**src/dma_settings.svh**
```systemverilog
// Stream DMA configuration
// Channel count, burst geometry, frame size and address width shared by every stage

`ifndef DMA_SETTINGS_SVH
`define DMA_SETTINGS_SVH

// Number of input sample channels
`define DMA_N_CHANNELS 4

// Beats in every AXI4 write burst
`define DMA_BURST_LEN 4

// Words taken from each channel in one frame
// Must be even, and N_CHANNELS * CHANNEL_SAMPLES / 2 must divide evenly into bursts
`define DMA_CHANNEL_SAMPLES 16

// Byte address width of the AXI4 master
`define DMA_ADDR_WIDTH 32

`endif

```
**src/dma_pkg.sv**
```systemverilog
// Stream DMA types
// Data widths of samples, tagged words and bus beats, plus the writer FSM states

`default_nettype none

`include "dma_settings.svh"

package dma_pkg;

    ////////////////////////////////////////
    // Data path widths
    ////////////////////////////////////////

    // Raw sample from one input channel
    typedef logic [31:0] sample_t;

    // User field or widened channel index
    typedef logic [15:0] tag_t;

    // Tagged word, laid out as {user, channel, sample}
    typedef logic [63:0] word_t;

    // Bus beat holding two words, the earlier one in the low half
    typedef logic [127:0] beat_t;

    // Byte address on the AXI4 side
    typedef logic [`DMA_ADDR_WIDTH-1:0] addr_t;

    // Index of the channel currently being drained
    typedef logic [$clog2(`DMA_N_CHANNELS)-1:0] channel_t;

    ////////////////////////////////////////
    // Burst writer FSM
    ////////////////////////////////////////

    typedef enum logic [2:0] {
        writer_idle,
        writer_address,
        writer_data,
        writer_response,
        writer_finish
    } writer_state_t;

endpackage

`default_nettype wire

```
**src/dma_stream_if.sv**
```systemverilog
// Valid/ready stream link between pipeline stages
// Carries a payload of WIDTH bits and an end of frame marker

`timescale 1ns/10ps
`default_nettype none

interface dma_stream_if #(
    parameter int WIDTH = 64
) ();

    logic [WIDTH-1:0] data;
    logic             last;
    logic             valid;
    logic             ready;

    // Producer side holds valid and data until the transfer
    modport master (
        output data,
        output last,
        output valid,
        input  ready
    );

    // Consumer side only drives ready
    modport slave (
        input  data,
        input  last,
        input  valid,
        output ready
    );

endinterface

`default_nettype wire

```
**src/beat_packer.sv**
```systemverilog
// Beat packer, second pipeline stage
// Pairs consecutive 64-bit tagged words into one 128-bit bus beat, earlier word
// in the low half, and forwards the end of frame marker of the second word

`timescale 1ns/10ps
`default_nettype none

module beat_packer
    import dma_pkg::*;
(
    input  logic         clock,
    input  logic         reset,
    dma_stream_if.slave  word_in,
    dma_stream_if.master beat_out
);

    word_t first_word;
    logic  have_first;
    logic  take;

    // A first word can always be parked, a second one needs a free beat register
    assign word_in.ready = !have_first || !beat_out.valid || beat_out.ready;
    assign take          = word_in.valid && word_in.ready;

    ////////////////////////////////////////
    // Pair tracking and beat handshake
    ////////////////////////////////////////

    always_ff @(posedge clock) begin
        if (!reset) begin
            have_first     <= 1'b0;
            beat_out.valid <= 1'b0;
            beat_out.last  <= 1'b0;
        end else begin
            if (beat_out.valid && beat_out.ready) begin
                beat_out.valid <= 1'b0;
                beat_out.last  <= 1'b0;
            end
            if (take) begin
                if (have_first) begin
                    have_first     <= 1'b0;
                    beat_out.valid <= 1'b1;
                    beat_out.last  <= word_in.last;
                end else begin
                    have_first <= 1'b1;
                end
            end
        end
    end

    always_ff @(posedge clock) begin
        if (take && !have_first) begin
            first_word <= word_in.data;
        end
        if (take && have_first) begin
            beat_out.data <= {word_in.data, first_word};
        end
    end

    // The selector's frame length keeps the final word on an odd position
    last_on_second_word: assert property (
        @(posedge clock) disable iff (!reset)
        take && !have_first |-> !word_in.last
    );

endmodule

`default_nettype wire

```
**src/burst_writer.sv**
```systemverilog
// Burst writer, third pipeline stage
// Starts a frame on buffer_full, streams beats out as fixed-length AXI4 INCR
// write bursts from the base address, and reports done and error per frame

`timescale 1ns/10ps
`default_nettype none

`include "dma_settings.svh"

module burst_writer
    import dma_pkg::*;
(
    input  logic         clock,
    input  logic         reset,
    input  logic         buffer_full,
    input  logic         disable_dma,
    input  addr_t        dma_base_addr,
    output logic         frame_start,
    dma_stream_if.slave  beat_in,
    output addr_t        awaddr,
    output logic         awvalid,
    input  logic         awready,
    output beat_t        wdata,
    output logic         wlast,
    output logic         wvalid,
    input  logic         wready,
    input  logic [1:0]   bresp,
    input  logic         bvalid,
    output logic         bready,
    output logic         dma_done,
    output logic         dma_error
);

    localparam int BURSTS_PER_FRAME =
        `DMA_N_CHANNELS * `DMA_CHANNEL_SAMPLES / (2 * `DMA_BURST_LEN);
    localparam int BURST_W = $clog2(BURSTS_PER_FRAME + 1);
    localparam int BEAT_W  = $clog2(`DMA_BURST_LEN + 1);
    localparam logic [BEAT_W-1:0] BEATS     = BEAT_W'(`DMA_BURST_LEN);
    localparam logic [BEAT_W-1:0] LAST_BEAT = BEAT_W'(`DMA_BURST_LEN - 1);
    // Each beat is 16 bytes
    localparam addr_t BURST_BYTES = addr_t'(16 * `DMA_BURST_LEN);

    writer_state_t       state;
    addr_t               base_addr;
    logic [BURST_W-1:0]  burst_count;
    logic [BEAT_W-1:0]   beat_count;
    logic                frame_last;
    logic                frame_go;
    logic                beat_take;

    assign frame_go = (state == writer_idle) && buffer_full && !disable_dma;

    // Pull a beat only while the burst still needs one and the W register frees up
    assign beat_in.ready = (state == writer_data) && (beat_count < BEATS)
                           && (!wvalid || wready);
    assign beat_take     = beat_in.valid && beat_in.ready;

    assign bready = (state == writer_response);

    ////////////////////////////////////////
    // Writer FSM
    ////////////////////////////////////////

    always_ff @(posedge clock) begin
        if (!reset) begin
            state       <= writer_idle;
            frame_start <= 1'b0;
            awvalid     <= 1'b0;
            wvalid      <= 1'b0;
            wlast       <= 1'b0;
            dma_done    <= 1'b0;
            dma_error   <= 1'b0;
            burst_count <= '0;
            beat_count  <= '0;
            frame_last  <= 1'b0;
        end else begin
            frame_start <= 1'b0;
            dma_done    <= 1'b0;
            case (state)
                writer_idle: begin
                    if (frame_go) begin
                        frame_start <= 1'b1;
                        dma_error   <= 1'b0;
                        burst_count <= '0;
                        state       <= writer_address;
                    end
                end
                writer_address: begin
                    if (!awvalid) begin
                        awvalid <= 1'b1;
                    end else if (awready) begin
                        awvalid    <= 1'b0;
                        beat_count <= '0;
                        state      <= writer_data;
                    end
                end
                writer_data: begin
                    if (beat_take) begin
                        wvalid     <= 1'b1;
                        wlast      <= (beat_count == LAST_BEAT);
                        frame_last <= beat_in.last;
                        beat_count <= beat_count + 1'b1;
                    end else if (wvalid && wready) begin
                        wvalid <= 1'b0;
                        wlast  <= 1'b0;
                        if (wlast) begin
                            state <= writer_response;
                        end
                    end
                end
                writer_response: begin
                    if (bvalid) begin
                        // Anything but OKAY marks the frame as failed
                        if (bresp != 2'b00) begin
                            dma_error <= 1'b1;
                        end
                        if (frame_last) begin
                            dma_done <= 1'b1;
                            state    <= writer_finish;
                        end else begin
                            burst_count <= burst_count + 1'b1;
                            state       <= writer_address;
                        end
                    end
                end
                writer_finish: begin
                    state <= writer_idle;
                end
                default: begin
                    state <= writer_idle;
                end
            endcase
        end
    end

    ////////////////////////////////////////
    // Address and data registers
    ////////////////////////////////////////

    always_ff @(posedge clock) begin
        if (frame_go) begin
            base_addr <= dma_base_addr;
        end
        if (state == writer_address && !awvalid) begin
            awaddr <= base_addr + addr_t'(burst_count) * BURST_BYTES;
        end
        if (beat_take) begin
            wdata <= beat_in.data;
        end
    end

    // AXI4 forbids dropping or changing a pending write address
    aw_held_until_ready: assert property (
        @(posedge clock) disable iff (!reset)
        awvalid && !awready |=> awvalid && $stable(awaddr)
    );

    wlast_needs_wvalid: assert property (
        @(posedge clock) disable iff (!reset)
        wlast |-> wvalid
    );

endmodule

`default_nettype wire

```
**src/channel_selector.sv**
```systemverilog
// Channel selector, first pipeline stage
// Drains each input channel in turn for one frame, tags every sample with its
// user field and channel number, and flags the final word of the frame

`timescale 1ns/10ps
`default_nettype none

`include "dma_settings.svh"

module channel_selector
    import dma_pkg::*;
(
    input  logic                             clock,
    input  logic                             reset,
    input  logic                             frame_start,
    input  sample_t [`DMA_N_CHANNELS-1:0]    channel_data,
    input  tag_t    [`DMA_N_CHANNELS-1:0]    channel_user,
    input  logic    [`DMA_N_CHANNELS-1:0]    channel_valid,
    output logic    [`DMA_N_CHANNELS-1:0]    channel_ready,
    dma_stream_if.master                     word_out
);

    localparam int COUNT_W = $clog2(`DMA_CHANNEL_SAMPLES);
    localparam logic [COUNT_W-1:0] LAST_SAMPLE = COUNT_W'(`DMA_CHANNEL_SAMPLES - 1);
    localparam channel_t LAST_CHANNEL = channel_t'(`DMA_N_CHANNELS - 1);

    logic                armed;
    channel_t            channel;
    logic [COUNT_W-1:0]  sample_count;
    logic                can_accept;
    logic                take;
    logic                final_word;

    // The output register is free when empty or when its word leaves this cycle
    assign can_accept = armed && (!word_out.valid || word_out.ready);
    assign take       = can_accept && channel_valid[channel];
    assign final_word = (sample_count == LAST_SAMPLE) && (channel == LAST_CHANNEL);

    // Only the channel being drained sees ready
    always_comb begin
        channel_ready = '0;
        channel_ready[channel] = can_accept;
    end

    ////////////////////////////////////////
    // Frame position
    ////////////////////////////////////////

    always_ff @(posedge clock) begin
        if (!reset) begin
            armed        <= 1'b0;
            channel      <= '0;
            sample_count <= '0;
        end else if (frame_start) begin
            armed        <= 1'b1;
            channel      <= '0;
            sample_count <= '0;
        end else if (take) begin
            if (sample_count == LAST_SAMPLE) begin
                sample_count <= '0;
                if (channel == LAST_CHANNEL) begin
                    armed <= 1'b0;
                end else begin
                    channel <= channel + 1'b1;
                end
            end else begin
                sample_count <= sample_count + 1'b1;
            end
        end
    end

    ////////////////////////////////////////
    // Output register
    ////////////////////////////////////////

    always_ff @(posedge clock) begin
        if (!reset) begin
            word_out.valid <= 1'b0;
            word_out.last  <= 1'b0;
        end else if (take) begin
            word_out.valid <= 1'b1;
            word_out.last  <= final_word;
        end else if (word_out.ready) begin
            word_out.valid <= 1'b0;
            word_out.last  <= 1'b0;
        end
    end

    always_ff @(posedge clock) begin
        if (take) begin
            word_out.data <= {channel_user[channel], tag_t'(channel), channel_data[channel]};
        end
    end

    // The index must stay inside the channel arrays for the whole frame
    channel_in_range: assert property (
        @(posedge clock) disable iff (!reset)
        armed |=> int'(channel) < `DMA_N_CHANNELS
    );

    // Between frames no source may be handshaken
    no_ready_when_disarmed: assert property (
        @(posedge clock) disable iff (!reset)
        !armed |-> channel_ready == '0
    );

endmodule

`default_nettype wire

```
**src/stream_dma.sv**
```systemverilog
// Multichannel streaming DMA, top level
// Channel selector, beat packer and burst writer chained by stream links,
// with flat channel vectors and the AXI4 write signals as plain ports

`timescale 1ns/10ps
`default_nettype none

`include "dma_settings.svh"

module stream_dma
    import dma_pkg::*;
(
    input  logic                             clock,
    input  logic                             reset,
    input  logic                             buffer_full,
    input  logic                             disable_dma,
    input  addr_t                            dma_base_addr,
    input  logic [`DMA_N_CHANNELS*32-1:0]    channel_data,
    input  logic [`DMA_N_CHANNELS*16-1:0]    channel_user,
    input  logic [`DMA_N_CHANNELS-1:0]       channel_valid,
    output logic [`DMA_N_CHANNELS-1:0]       channel_ready,
    output addr_t                            awaddr,
    output logic                             awvalid,
    input  logic                             awready,
    output beat_t                            wdata,
    output logic                             wlast,
    output logic                             wvalid,
    input  logic                             wready,
    input  logic [1:0]                       bresp,
    input  logic                             bvalid,
    output logic                             bready,
    output logic                             dma_done,
    output logic                             dma_error
);

    logic frame_start;

    dma_stream_if #(.WIDTH($bits(word_t))) word_stream ();
    dma_stream_if #(.WIDTH($bits(beat_t))) beat_stream ();

    channel_selector channel_selector_inst (
        .clock         (clock),
        .reset         (reset),
        .frame_start   (frame_start),
        .channel_data  (channel_data),
        .channel_user  (channel_user),
        .channel_valid (channel_valid),
        .channel_ready (channel_ready),
        .word_out      (word_stream.master)
    );

    beat_packer beat_packer_inst (
        .clock    (clock),
        .reset    (reset),
        .word_in  (word_stream.slave),
        .beat_out (beat_stream.master)
    );

    burst_writer burst_writer_inst (
        .clock         (clock),
        .reset         (reset),
        .buffer_full   (buffer_full),
        .disable_dma   (disable_dma),
        .dma_base_addr (dma_base_addr),
        .frame_start   (frame_start),
        .beat_in       (beat_stream.slave),
        .awaddr        (awaddr),
        .awvalid       (awvalid),
        .awready       (awready),
        .wdata         (wdata),
        .wlast         (wlast),
        .wvalid        (wvalid),
        .wready        (wready),
        .bresp         (bresp),
        .bvalid        (bvalid),
        .bready        (bready),
        .dma_done      (dma_done),
        .dma_error     (dma_error)
    );

endmodule

`default_nettype wire

```
**config.mk**
```make
export PLATFORM = sky130hd
export DESIGN_NAME = stream_dma
export DESIGN_NICKNAME = d
export VERILOG_FILES = /design/src/dma_pkg.sv /design/src/dma_stream_if.sv /design/src/beat_packer.sv /design/src/burst_writer.sv /design/src/channel_selector.sv /design/src/stream_dma.sv
export VERILOG_INCLUDE_DIRS = /design/src
export SDC_FILE = /design/constraint.sdc
export NUM_CORES = 1
export LEC_CHECK = 0
export BUFFER_PORTS_ARGS = -buffer_cell sky130_fd_sc_hd__buf_2
export CORE_ASPECT_RATIO = 1.2
export CORE_MARGIN = 3
export CORE_UTILIZATION = 45
export DETAILED_ROUTE_END_ITERATION = 8
export GPL_ROUTABILITY_DRIVEN = 0
export PLACE_DENSITY_LB_ADDON = 0.25
export SLEW_MARGIN = 20
export SYNTH_ARGS = -nofsm -noshare
export SYNTH_HDL_FRONTEND = slang
export SYNTH_SLANG_ARGS = --single-unit
```
**constraint.sdc**
```tcl
create_clock -name clock -period 8.4 [get_ports clock]
set_input_delay 1.26 -clock clock [delete_from_list [all_inputs] [get_ports clock]]
set_output_delay 1.26 -clock clock [all_outputs]
set_load 0.05 [all_outputs]
```
==> summary.md, run 1 <==
| Metric | Value |
|---|---|
| Status | `completed` |
| Port Buf Inserts | `roughly 380` |
| Grt total ovfl | `0` |
| Slew HR | `34.8%` |
| Die area | `around 34000 um2` |
| Fin crit share | `43.9%` |
| Hold WC Path Type | `flop to flop` |
| Worst setup EP type | `output pin` |
| Worst-Skew Late Latency | `510 ps` |
| Hold slack | `410 ps` |
| Root Buffer | `clkbuf_16` |
| R2R setup slack | `4910 ps` |
| Routed len/inst | `18.4 um` |
| Via count | `7704` |
| CP startpoint kind | `flop` |
| Max Transition Viols Final | `0` |
| P&R area growth vs syn | `23.7%` |
| Detail Route Antenna Nets | `0` |
| Part of the Yosys area used for sequential elements | `79.8%` |
| Hold-fix buffers at CTS | `0` |
| Die H | `202 um` |
| Final critical-path setup slack | `4710 ps` |
| Netlist cell types | `60` |
| Sink Count | `approximately 400` |
| All-Layer GR Usage | `16.1%` |
| Actual slew at the worst max-slew pin | `between 900 and 1000 ps` |
| Pin count of the biggest net entering global routing | `~110` |
| Mapped cell area | `14400 um2` |
| CP Data Required Time | `7140 ps` |
| Clock slew at reported path FFs | `60 ps` |
| Initial antenna violation count | `2` |
| Post-cts sizing count | `0` |
| I/O pin count | `407` |
| Clock power frac | `35.7%` |
| Syn Inst Count | `710` |
| HPWL Detailed | `20100 um` |
| Post-synth ARST share | `0%` |
| Pre-CTS WS | `4330 ps` |
| Sw Share | `23.8%` |
| Sw power | `1.01 mW` |
| Primary FF master, synth | `edfxtp_1` |
| Fin nets | `1365` |
| Drt initial violations | `roughly 400` |
| Max-Cap Viols | `0` |
| Htree depth | `2` |
| Most frequent cells in the layout | `378 x buf_2, 364 x edfxtp_1, 49 x mux4_2` |
| R2R cell count | `4` |
| First-pass DRT Iterations | `5` |
| First-pass GRT wire length | `42300 um` |
| Final hold vios | `0` |
| DRT Wirelength | `28200 um` |
| Unrepaired setup endpoints after global routing | `false` |
| Vias/cell | `5.01` |
| CTS Buf Count | `38` |
| FMAX | `0.271 GHz` |
| Worst Path Arrival | `2430 ps` |
| Post-Syn Area per Cell | `a little over 20 um2` |
| Most common cell after layout, fill and taps aside | `buf_2` |
| Worst-path maximum fanout | `11` |
| CTS Buffer Depth | `3` |
| Residual DRC | `0` |
| Fin Clk Skew | `10.4 ps` |
| Fillers | `2478` |
| Flops & latches, synth | `393` |
| Hold path cells | `0` |
| P_leak | `roughly 6.5 nW` |
| Sum Neg Setup Slack | `0 ps` |
| Setup Viol. Count Final | `0` |
| Placeable Area | `31400 um2` |
| CTS tree | `yes` |
| Die Width | `approximately 170 um` |
| Comb pwr share | `10.6%` |
| Layout cells sized above 1 | `a little over two fifths` |
| Vias in the first global route | `7726` |
| P_int | `around 3.2 mW` |
| Number of cell rows | `71` |
| Synth warn | `0` |
| Post-synth EDFFs | `364` |
| Initial Util | `45.9%` |
| Post-CTS setup buffers | `0` |
| Pwr Density | `238 nW/um2` |
| Post-route minimum period | `3690 ps` |
| Crit path kind | `flop to output pin` |
| VDD IR max | `between 0.00015 and 0.0002 V` |
| Seq pwr share | `53.7%` |
==> power groups by stage <==
stage	Clock [mW]	Combinational (mW)	Sequential [mW]
floorplan	0	0.162	2.48
global placement	0	0.452	2.32
detailed placement	0	0.457	2.32
CTS	1.57	0.456	2.28
global route	1.64	0.479	2.29
finish	1.52	0.451	2.28
==> routing by layer <==
metal | share of wire (%) | global-route usage [%]
met3 | 8.3 | 4.32
met1 | 37 | 19.3
met5 | 0.025 | 0
met4 | 2.0 | 4.32
met2 | 53 | 28.7
==> path summary, 6_finish.rpt <==
kind                                                                 endpoint                                      start
worst max register to register  beat_packer_inst.beat_out.data[126]$_DFFE_PP_    burst_writer_inst.state[1]$_SDFFE_PN0P_
worst min register to register   beat_packer_inst.beat_out.data[57]$_DFFE_PP_  beat_packer_inst.first_word[57]$_DFFE_PP_
worst min-delay path             beat_packer_inst.beat_out.data[57]$_DFFE_PP_  beat_packer_inst.first_word[57]$_DFFE_PP_
worst max-delay path                                         channel_ready[3]    burst_writer_inst.state[1]$_SDFFE_PN0P_
==> cells in the mapped netlist (2+ instances only) <==
cell	number	area (um2)
edfxtp_1	364	10900
mux4_2	49	1100
buf_4	29	218
dfxtp_1	29	581
nand2_1	28	105
xnor2_1	20	175
nand3_1	18	90.1
and3_1	15	93.8
a21oi_1	13	65.1
ha_1	12	150
clkbuf_1	11	41.3
inv_1	10	37.5
o21ai_0	10	50.1
nand4_1	8	50.1
nor2_1	8	30.0
nor2b_1	7	43.8
buf_2	5	25.0
o31ai_1	5	37.5
a21boi_0	4	30.0
o21a_1	4	30.0
xor2_1	4	35.0
a21o_1	3	22.5
and4_1	3	26.3
mux2i_1	3	30.0
nor3b_1	3	22.5
nor4_1	3	18.8
a41oi_1	2	17.5
and2_1	2	12.5
buf_1	2	7.51
nand2b_1	2	12.5
nand3b_1	2	15.0
nor3_1	2	10.0
nor3_2	2	20.0
or4_1	2	15.0
==> layout make-up <==
class | instances | area [um2] | share of cell area [%]
Antenna cell | 2 | 5.00 | 0.0281
Clock buffer | 49 | 1010 | 5.68
Clock inverter | 10 | 91.3 | 0.512
Inverter | 11 | 46.3 | 0.260
Multi-Input combinational cell | 285 | 2690 | 15.1
Sequential cell | 393 | 11500 | 64.6
Tap cell | 401 | 502 | 2.81
Timing Repair Buffer | 386 | 1970 | 11.1
==> registers in the layout, summed over array words and instances (netlist names), 4 cells and up <==
register                             cells
burst_writer_inst.wdata                100
burst_writer_inst.burst_count            4
burst_writer_inst.awaddr                32
beat_packer_inst.beat_out.data         100
beat_packer_inst.first_word             50
channel_selector_inst.sample_count       4
channel_selector_inst.word_out.data     50
burst_writer_inst.base_addr             32
==> metrics by stage <==
| step | power [mW] | instances | util, % | instance area [um2] |
|---|---|---|---|---|
| floorplan | 2.64 | 737 | - | 14500 |
| global placement | 2.77 | 1475 | 53.1 | 16700 |
| detailed placement | 2.78 | 1475 | 53.1 | 16700 |
| CTS | 4.31 | 1534 | 56.6 | 17800 |
| global route | 4.41 | 1535 | 56.7 | 17800 |
| finish | 4.25 | 1537 | 56.7 | 17800 |
==> worst max-delay path, cell delays in order, from the launching register on <==
cell     delay [ps]
dfxtp_1         510
or3b_4          470
o31ai_4         450
and3_1          230
buf_2           260
==> cells by family after synthesis <==
group,Yosys count,synth area share [%]
xor gates and xnor gates,24,1.46
buffers and inverters,59,2.42
muxes,52,7.86
adders and majority gates,13,1.18
other,1,0.0260
and+or+nand+nor,111,4.34
AOI/OAI and AO/OA,57,2.88
DFF,393,79.8
Note: power is estimated with default switching activity, not from simulation.
==> inputs of run 2 (changes only) <==
==> constraint.sdc (replaced) <==
create_clock -name clock -period 3 [get_ports clock]
set_input_delay 0.45 -clock clock [delete_from_list [all_inputs] [get_ports clock]]
set_output_delay 0.45 -clock clock [all_outputs]
set_load 0.05 [all_outputs]
==> summary.md, run 2 (synthesized netlist as in run 1, its figures left out) <==
| Metric | Value |
|---|---|
| Clock power frac | `38.5% (+2.8 points)` |
| Grt total ovfl | `0 (unchanged)` |
| CP startpoint kind | `flop` |
| Fin crit share | `93.6%` |
| FF-to-FF End | `channel_selector_inst.word_out.data[15]$_DFFE_PP_` |
| Htree depth | `2 (unchanged)` |
| HPWL Detailed | `21200 um (+5.6%)` |
| R2R setup slack | `600 ps (-4310 ps)` |
| First-pass GRT wire length | `44300 um (+4.7%)` |
| Status | `completed` |
| Routed len/inst | `18.9 um (+2.8%)` |
| Placeable Area | `31400 um2 (unchanged)` |
| Cells after DPL | `1486 (+0.75%)` |
| Layout Cells excl Fill | `1556 (+1.2%)` |
| All-Layer GR Usage | `16.8% (+0.76 points)` |
| Fillers | `2434 (-1.8%)` |
| R2R cell count | `4 (unchanged)` |
| CTS tree | `yes` |
| Comb pwr share | `10.2% (-0.4 points)` |
| Final hold vios | `0 (unchanged)` |
| Die area | `34200 um2 (unchanged)` |
| Pwr Density | `686 nW/um2 (+190%)` |
| Post-cts sizing count | `0 (unchanged)` |
| Die Width | `169 um (unchanged)` |
| Sw Share | `23.8% (about the same)` |
| Die H | `202 um (unchanged)` |
| Seq pwr share | `51.3% (-2.4 points)` |
| Detail Route Antenna Nets | `0 (unchanged)` |
| Max Transition Viols Final | `0 (unchanged)` |
| Setup Viol. Count Final | `0 (unchanged)` |
| Ant diodes | `0 (-2)` |
| Layout cells sized above 1 | `45.4% (+1.5 points)` |
| Worst-Skew Late Latency | `520 ps (about the same)` |
| Vias/cell | `4.95 (-1.3%)` |
| Actual slew at the worst max-slew pin | `739 ps (-238 ps)` |
| CP Data Required Time | `2550 ps (-4590 ps)` |
| P_leak | `6.68 nW (+2.4%)` |
| Unrepaired setup endpoints after global routing | `false` |
| Residual DRC | `0 (unchanged)` |
| Worst setup EP type | `output pin` |
| Largest regs | `beat_packer_inst.beat_out.data x100, burst_writer_inst.wdata x100` |
| Number of cell rows | `71 (unchanged)` |
| Sw power | `2.97 mW (+190%)` |
| CTS Buffer Depth | `3 (unchanged)` |
| Initial Util | `45.9% (unchanged)` |
| DRT Wirelength | `29400 um (+4.1%)` |
| Final critical-path setup slack | `192 ps (-4520 ps)` |
| Most frequent cells in the layout | `378 x buf_2, 364 x edfxtp_1, 49 x mux4_2` |
| Post-CTS setup buffers | `0 (unchanged)` |
| Pre-CTS WS | `594 ps (-3730 ps)` |
| Most common cell after layout, fill and taps aside | `buf_2` |
| Port Buf Inserts | `378 (unchanged)` |
| Hold-fix buffers at CTS | `0 (unchanged)` |
| Max-Cap Viols | `0 (unchanged)` |
| Worst Path Arrival | `2360 ps (-70 ps)` |
| Setup crit end | `channel_ready[2]` |
| Drt initial violations | `382 (-5.7%)` |
| Post-route minimum period | `2810 ps` |
| Crit path from | `burst_writer_inst.state[1]$_SDFFE_PN0P_` |
| CTS Buf Count | `39 (+2.6%)` |
| Vias in the first global route | `7777 (+0.66%)` |
| Root Buffer | `clkbuf_16` |
| Hold slack | `106 ps (-304 ps)` |
| Initial antenna violation count | `3 (+1)` |
| Fin nets | `1376 (+0.81%)` |
| P&R area growth vs syn | `26.0%` |
| Crit path kind | `flop to output pin` |
| Reg2reg start | `burst_writer_inst.state[1]$_SDFFE_PN0P_` |
| Sink Count | `393 (unchanged)` |
| Via count | `7698 (-0.078%)` |
| I/O pin count | `407 (unchanged)` |
| Fin Clk Skew | `16.1 ps (+5.69 ps)` |
| Pin count of the biggest net entering global routing | `51 (-52%)` |
| Worst-path maximum fanout | `11 (unchanged)` |
| FMAX | `0.356 GHz` |
| Clock slew at reported path FFs | `60 ps (about the same)` |
| Slew HR | `50.7% (+16 points)` |
| P_int | `9.50 mW (+190%)` |
| First-pass DRT Iterations | `4 (-1)` |
| Hold WC Path Type | `input port to flop` |
| VDD IR max | `0.000557 V (+190%)` |
-- run 2: final cells by class --
class                           instances  area (um2)  area share [%]
Clock inverter                         20         221            1.22
Sequential cell                       393       11500            63.4
Tap cell                              401         502            2.76
Timing Repair Buffer                  396        2110            11.6
Multi-Input combinational cell        285        2700            14.9
Inverter                               11        46.3           0.255
Clock buffer                           50        1070            5.88
-- run 2: worst min-delay path by stage --
stage                                                    from  slack (ps)  depth (start not counted)                                            to
floorplan            beat_packer_inst.first_word[0]$_DFFE_PP_         400                          0   beat_packer_inst.beat_out.data[0]$_DFFE_PP_
global placement     beat_packer_inst.first_word[6]$_DFFE_PP_         400                          0   beat_packer_inst.beat_out.data[6]$_DFFE_PP_
detailed placement  beat_packer_inst.first_word[10]$_DFFE_PP_         400                          0  beat_packer_inst.beat_out.data[10]$_DFFE_PP_
CTS                                         dma_base_addr[13]          70                          1     burst_writer_inst.base_addr[13]$_DFFE_PP_
global route                                dma_base_addr[15]          70                          1     burst_writer_inst.base_addr[15]$_DFFE_PP_
finish                                      dma_base_addr[15]         110                          1     burst_writer_inst.base_addr[15]$_DFFE_PP_
-- run 2: power groups by stage --
stage	clock network (mW)	logic, mW	registers, mW
final	4.80	1.27	6.39
after global routing	5.18	1.35	6.42
after CTS	4.94	1.29	6.40
after detailed placement	0	1.28	6.50
after global placement	0	1.27	6.50
after floorplan	0	0.456	6.95
-- run 2: critical path, cell delays in order (launching register included) --
cell and delay (ps):
dfxtp_2 420, or3b_4 460, o31ai_4 470, and3_1 230, buf_2 260
-- run 2: metrics by stage --
stage | util [%] | setup TNS, ps | total power [mW] | cell area, um2
final | 57.8 | 0 | 12.5 | 18200
after CTS | 57.8 | 0 | 12.6 | 18200
after detailed placement | 53.7 | 0 | 7.79 | 16900
after global placement | 53.7 | 0 | 7.78 | 16900
after global routing | 57.8 | 0 | 13.0 | 18200
after floorplan | - | -12370 | 7.40 | 14500
-- run 2: per-layer routing --
| layer | wire, um | GRT usage [%] |
|---|---|---|
| met1 | 11300 | 20.8 |
| met5 | 35 | 0 |
| met3 | 2300 | 4.60 |
| met4 | 703 | 5.00 |
| met2 | 15000 | 29.1 |
==> inputs of run 3 (changes only) <==
--- a/config.mk
+++ b/config.mk
@@ -9,7 +9,7 @@
 export BUFFER_PORTS_ARGS = -buffer_cell sky130_fd_sc_hd__buf_2
 export CORE_ASPECT_RATIO = 1.2
 export CORE_MARGIN = 3
-export CORE_UTILIZATION = 45
+export CORE_UTILIZATION = 47
 export DETAILED_ROUTE_END_ITERATION = 8
 export GPL_ROUTABILITY_DRIVEN = 0
 export PLACE_DENSITY_LB_ADDON = 0.25
==> summary.md, run 3 (synthesized netlist as in run 1, its figures left out) <==
| Metric | Value |
|---|---|
| CP startpoint kind | `flop` |
| Hold WC Path Type | `input port to flop` |
| Number of cell rows | `69 (-2.8%)` |
| Die Width | `166 um (-2.1%)` |
| Htree depth | `2 (unchanged)` |
| Drt initial violations | `449 (+18%)` |
| Worst setup EP type | `output pin` |
| Unrepaired setup endpoints after global routing | `false` |
| Crit path kind | `flop to output pin` |
| DRT Wirelength | `29000 um (-1.2%)` |
| CTS Buffer Depth | `3 (unchanged)` |
| Largest regs | `beat_packer_inst.beat_out.data x100, burst_writer_inst.wdata x100` |
| Most common cell after layout, fill and taps aside | `buf_2` |
| Residual DRC | `0 (unchanged)` |
| Worst Path Arrival | `2400 ps (+40 ps)` |
| Final hold vios | `0 (unchanged)` |
| Via count | `7675 (-0.30%)` |
| Fillers | `2202 (-9.5%)` |
| Fin Clk Skew | `10.9 ps (-5.20 ps)` |
| Pin count of the biggest net entering global routing | `102 (+100%)` |
| CP max stage delay | `480 ps (about the same)` |
| Vias in the first global route | `7756 (-0.27%)` |
| Worst-path maximum fanout | `11 (unchanged)` |
| Layout cells sized above 1 | `45.0% (-0.33 points)` |
| CP delay by family, top | `simple AND/OR/NAND/NOR gates` |
| P_leak | `6.62 nW (-0.83%)` |
| Pwr Density | `678 nW/um2 (-1.2%)` |
| Max-Cap Viols | `0 (unchanged)` |
| All-Layer GR Usage | `17.3% (+0.41 points)` |
| Area post-placement | `16800 um2 (-0.44%)` |
| CTS tree | `yes` |
| Hold path cells | `1 (unchanged)` |
| Port Buf Inserts | `378 (unchanged)` |
| Grt total ovfl | `0 (unchanged)` |
| Final total power | `12.2 mW (-2.0%)` |
| Max Transition Viols Final | `0 (unchanged)` |
| P&R area growth vs syn | `25.0%` |
| CP Data Required Time | `2550 ps (about the same)` |
| Post-cts sizing count | `0 (unchanged)` |
| Worst-Skew Late Latency | `520 ps (about the same)` |
| Hold slack | `107 ps (+0.454 ps)` |
| Worst Path Buf+Inv | `1 (unchanged)` |
| FF+latch area | `11500 um2 (unchanged)` |
| Slew HR | `50.8% (+0.073 points)` |
| Most frequent cells in the layout | `378 x buf_2, 364 x edfxtp_1, 49 x mux4_2` |
| Sink Count | `393 (unchanged)` |
| Detail Route Antenna Nets | `0 (unchanged)` |
| Multi-input gate area | `2700 um2 (unchanged)` |
| CTS Buf Count | `37 (-5.1%)` |
| R2R cell count | `4 (unchanged)` |
| Post-route minimum period | `2850 ps (+42.5 ps)` |
| First-pass DRT Iterations | `4 (unchanged)` |
| Slowest stage cell, crit path | `o31ai_4` |
| Initial antenna violation count | `10 (+7)` |
| Die H | `198 um (-2.1%)` |
| Post-CTS setup buffers | `0 (unchanged)` |
| Root Buffer | `clkbuf_16` |
| Status | `completed` |
| R2R setup slack | `660 ps (+60 ps)` |
| Die area | `32800 um2 (-4.1%)` |
| Setup Viol. Count Final | `0 (unchanged)` |
| Final core occ | `60.2% (+2.4 points)` |
| Crit-path cells | `or3b_4, o31ai_4, and3_1, buf_2` |
| Fin nets | `1371 (-0.36%)` |
| Routed len/inst | `18.8 um (-0.21%)` |
| Vias/cell | `4.98 (+0.74%)` |
| I/O pin count | `407 (unchanged)` |
| HPWL Detailed | `20800 um (-1.7%)` |
| Design area | `18000 um2 (-0.81%)` |
| Actual slew at the worst max-slew pin | `738 ps (-1.10 ps)` |
| CP Depth | `4 (unchanged)` |
| FMAX | `0.351 GHz (-1.5%)` |
| Placeable Area | `30000 um2 (-4.7%)` |
| Initial Util | `48.1% (+2.3 points)` |
| Hold-fix buffers at CTS | `0 (unchanged)` |
| First-pass GRT wire length | `43900 um (-0.89%)` |
| Clock slew at reported path FFs | `60 ps (about the same)` |
| Fin crit share | `95.0% (+1.4 points)` |
| VDD IR max | `0.000561 V (+0.78%)` |
## run 3: changes by cell type in the layout (fill, tap and decap cells not counted), sizes merged
cell / change
buf: -3
bufinv: -2
clkbuf: -5
clkinv: +5
clkinvlp: -2
diode: +2
## run 3: worst paths after layout
path                                                                  start                                        to
worst max-delay path                burst_writer_inst.state[1]$_SDFFE_PN0P_                          channel_ready[3]
worst min-delay path                                       dma_base_addr[8]  burst_writer_inst.base_addr[8]$_DFFE_PP_
worst min register to register  beat_packer_inst.beat_out.data[5]$_DFFE_PP_      burst_writer_inst.wdata[5]$_DFFE_PP_
worst max register to register      burst_writer_inst.state[1]$_SDFFE_PN0P_      burst_writer_inst.wdata[1]$_DFFE_PP_
## run 3: layer usage
metal / global-route usage, % / routed length (um)
met3: 5.69 / 2410
met2: 30.0 / 14900
met5: 0 / 99
met4: 4.84 / 691
met1: 20.9 / 10900
## run 3: cell type report
type                       count  area share, %
multi-input combinational    285           15.0
clock buffer                  45           5.70
timing repair buffer         393           11.4
clock inverter                21           1.02
tap                          390           2.71
inverter                      11          0.257
sequential                   393           63.9
antenna                        2         0.0278
## run 3: through the flow
stage	instances	setup WS (ps)	setup TNS (ps)
after floorplan	737	-91.8	-12370
after global placement	1472	674	0
after detailed placement	1472	653	0
after CTS	1538	118	0
after global routing	1540	44.9	0
final	1540	149	0
## run 3: worst register-to-register path, stage by stage, from the launching register on
cell and delay, ps:
dfxtp_2 430, or3b_4 470, or4_4 550, clkinv_4 300, buf_12 270
## run 3: power breakdown
group / internal [mW] / total [mW] / switching (mW)
Combinational: 0.361 / 1.27 / 0.912
Clock: 2.63 / 4.55 / 1.92
Sequential: 6.26 / 6.39 / 0.126
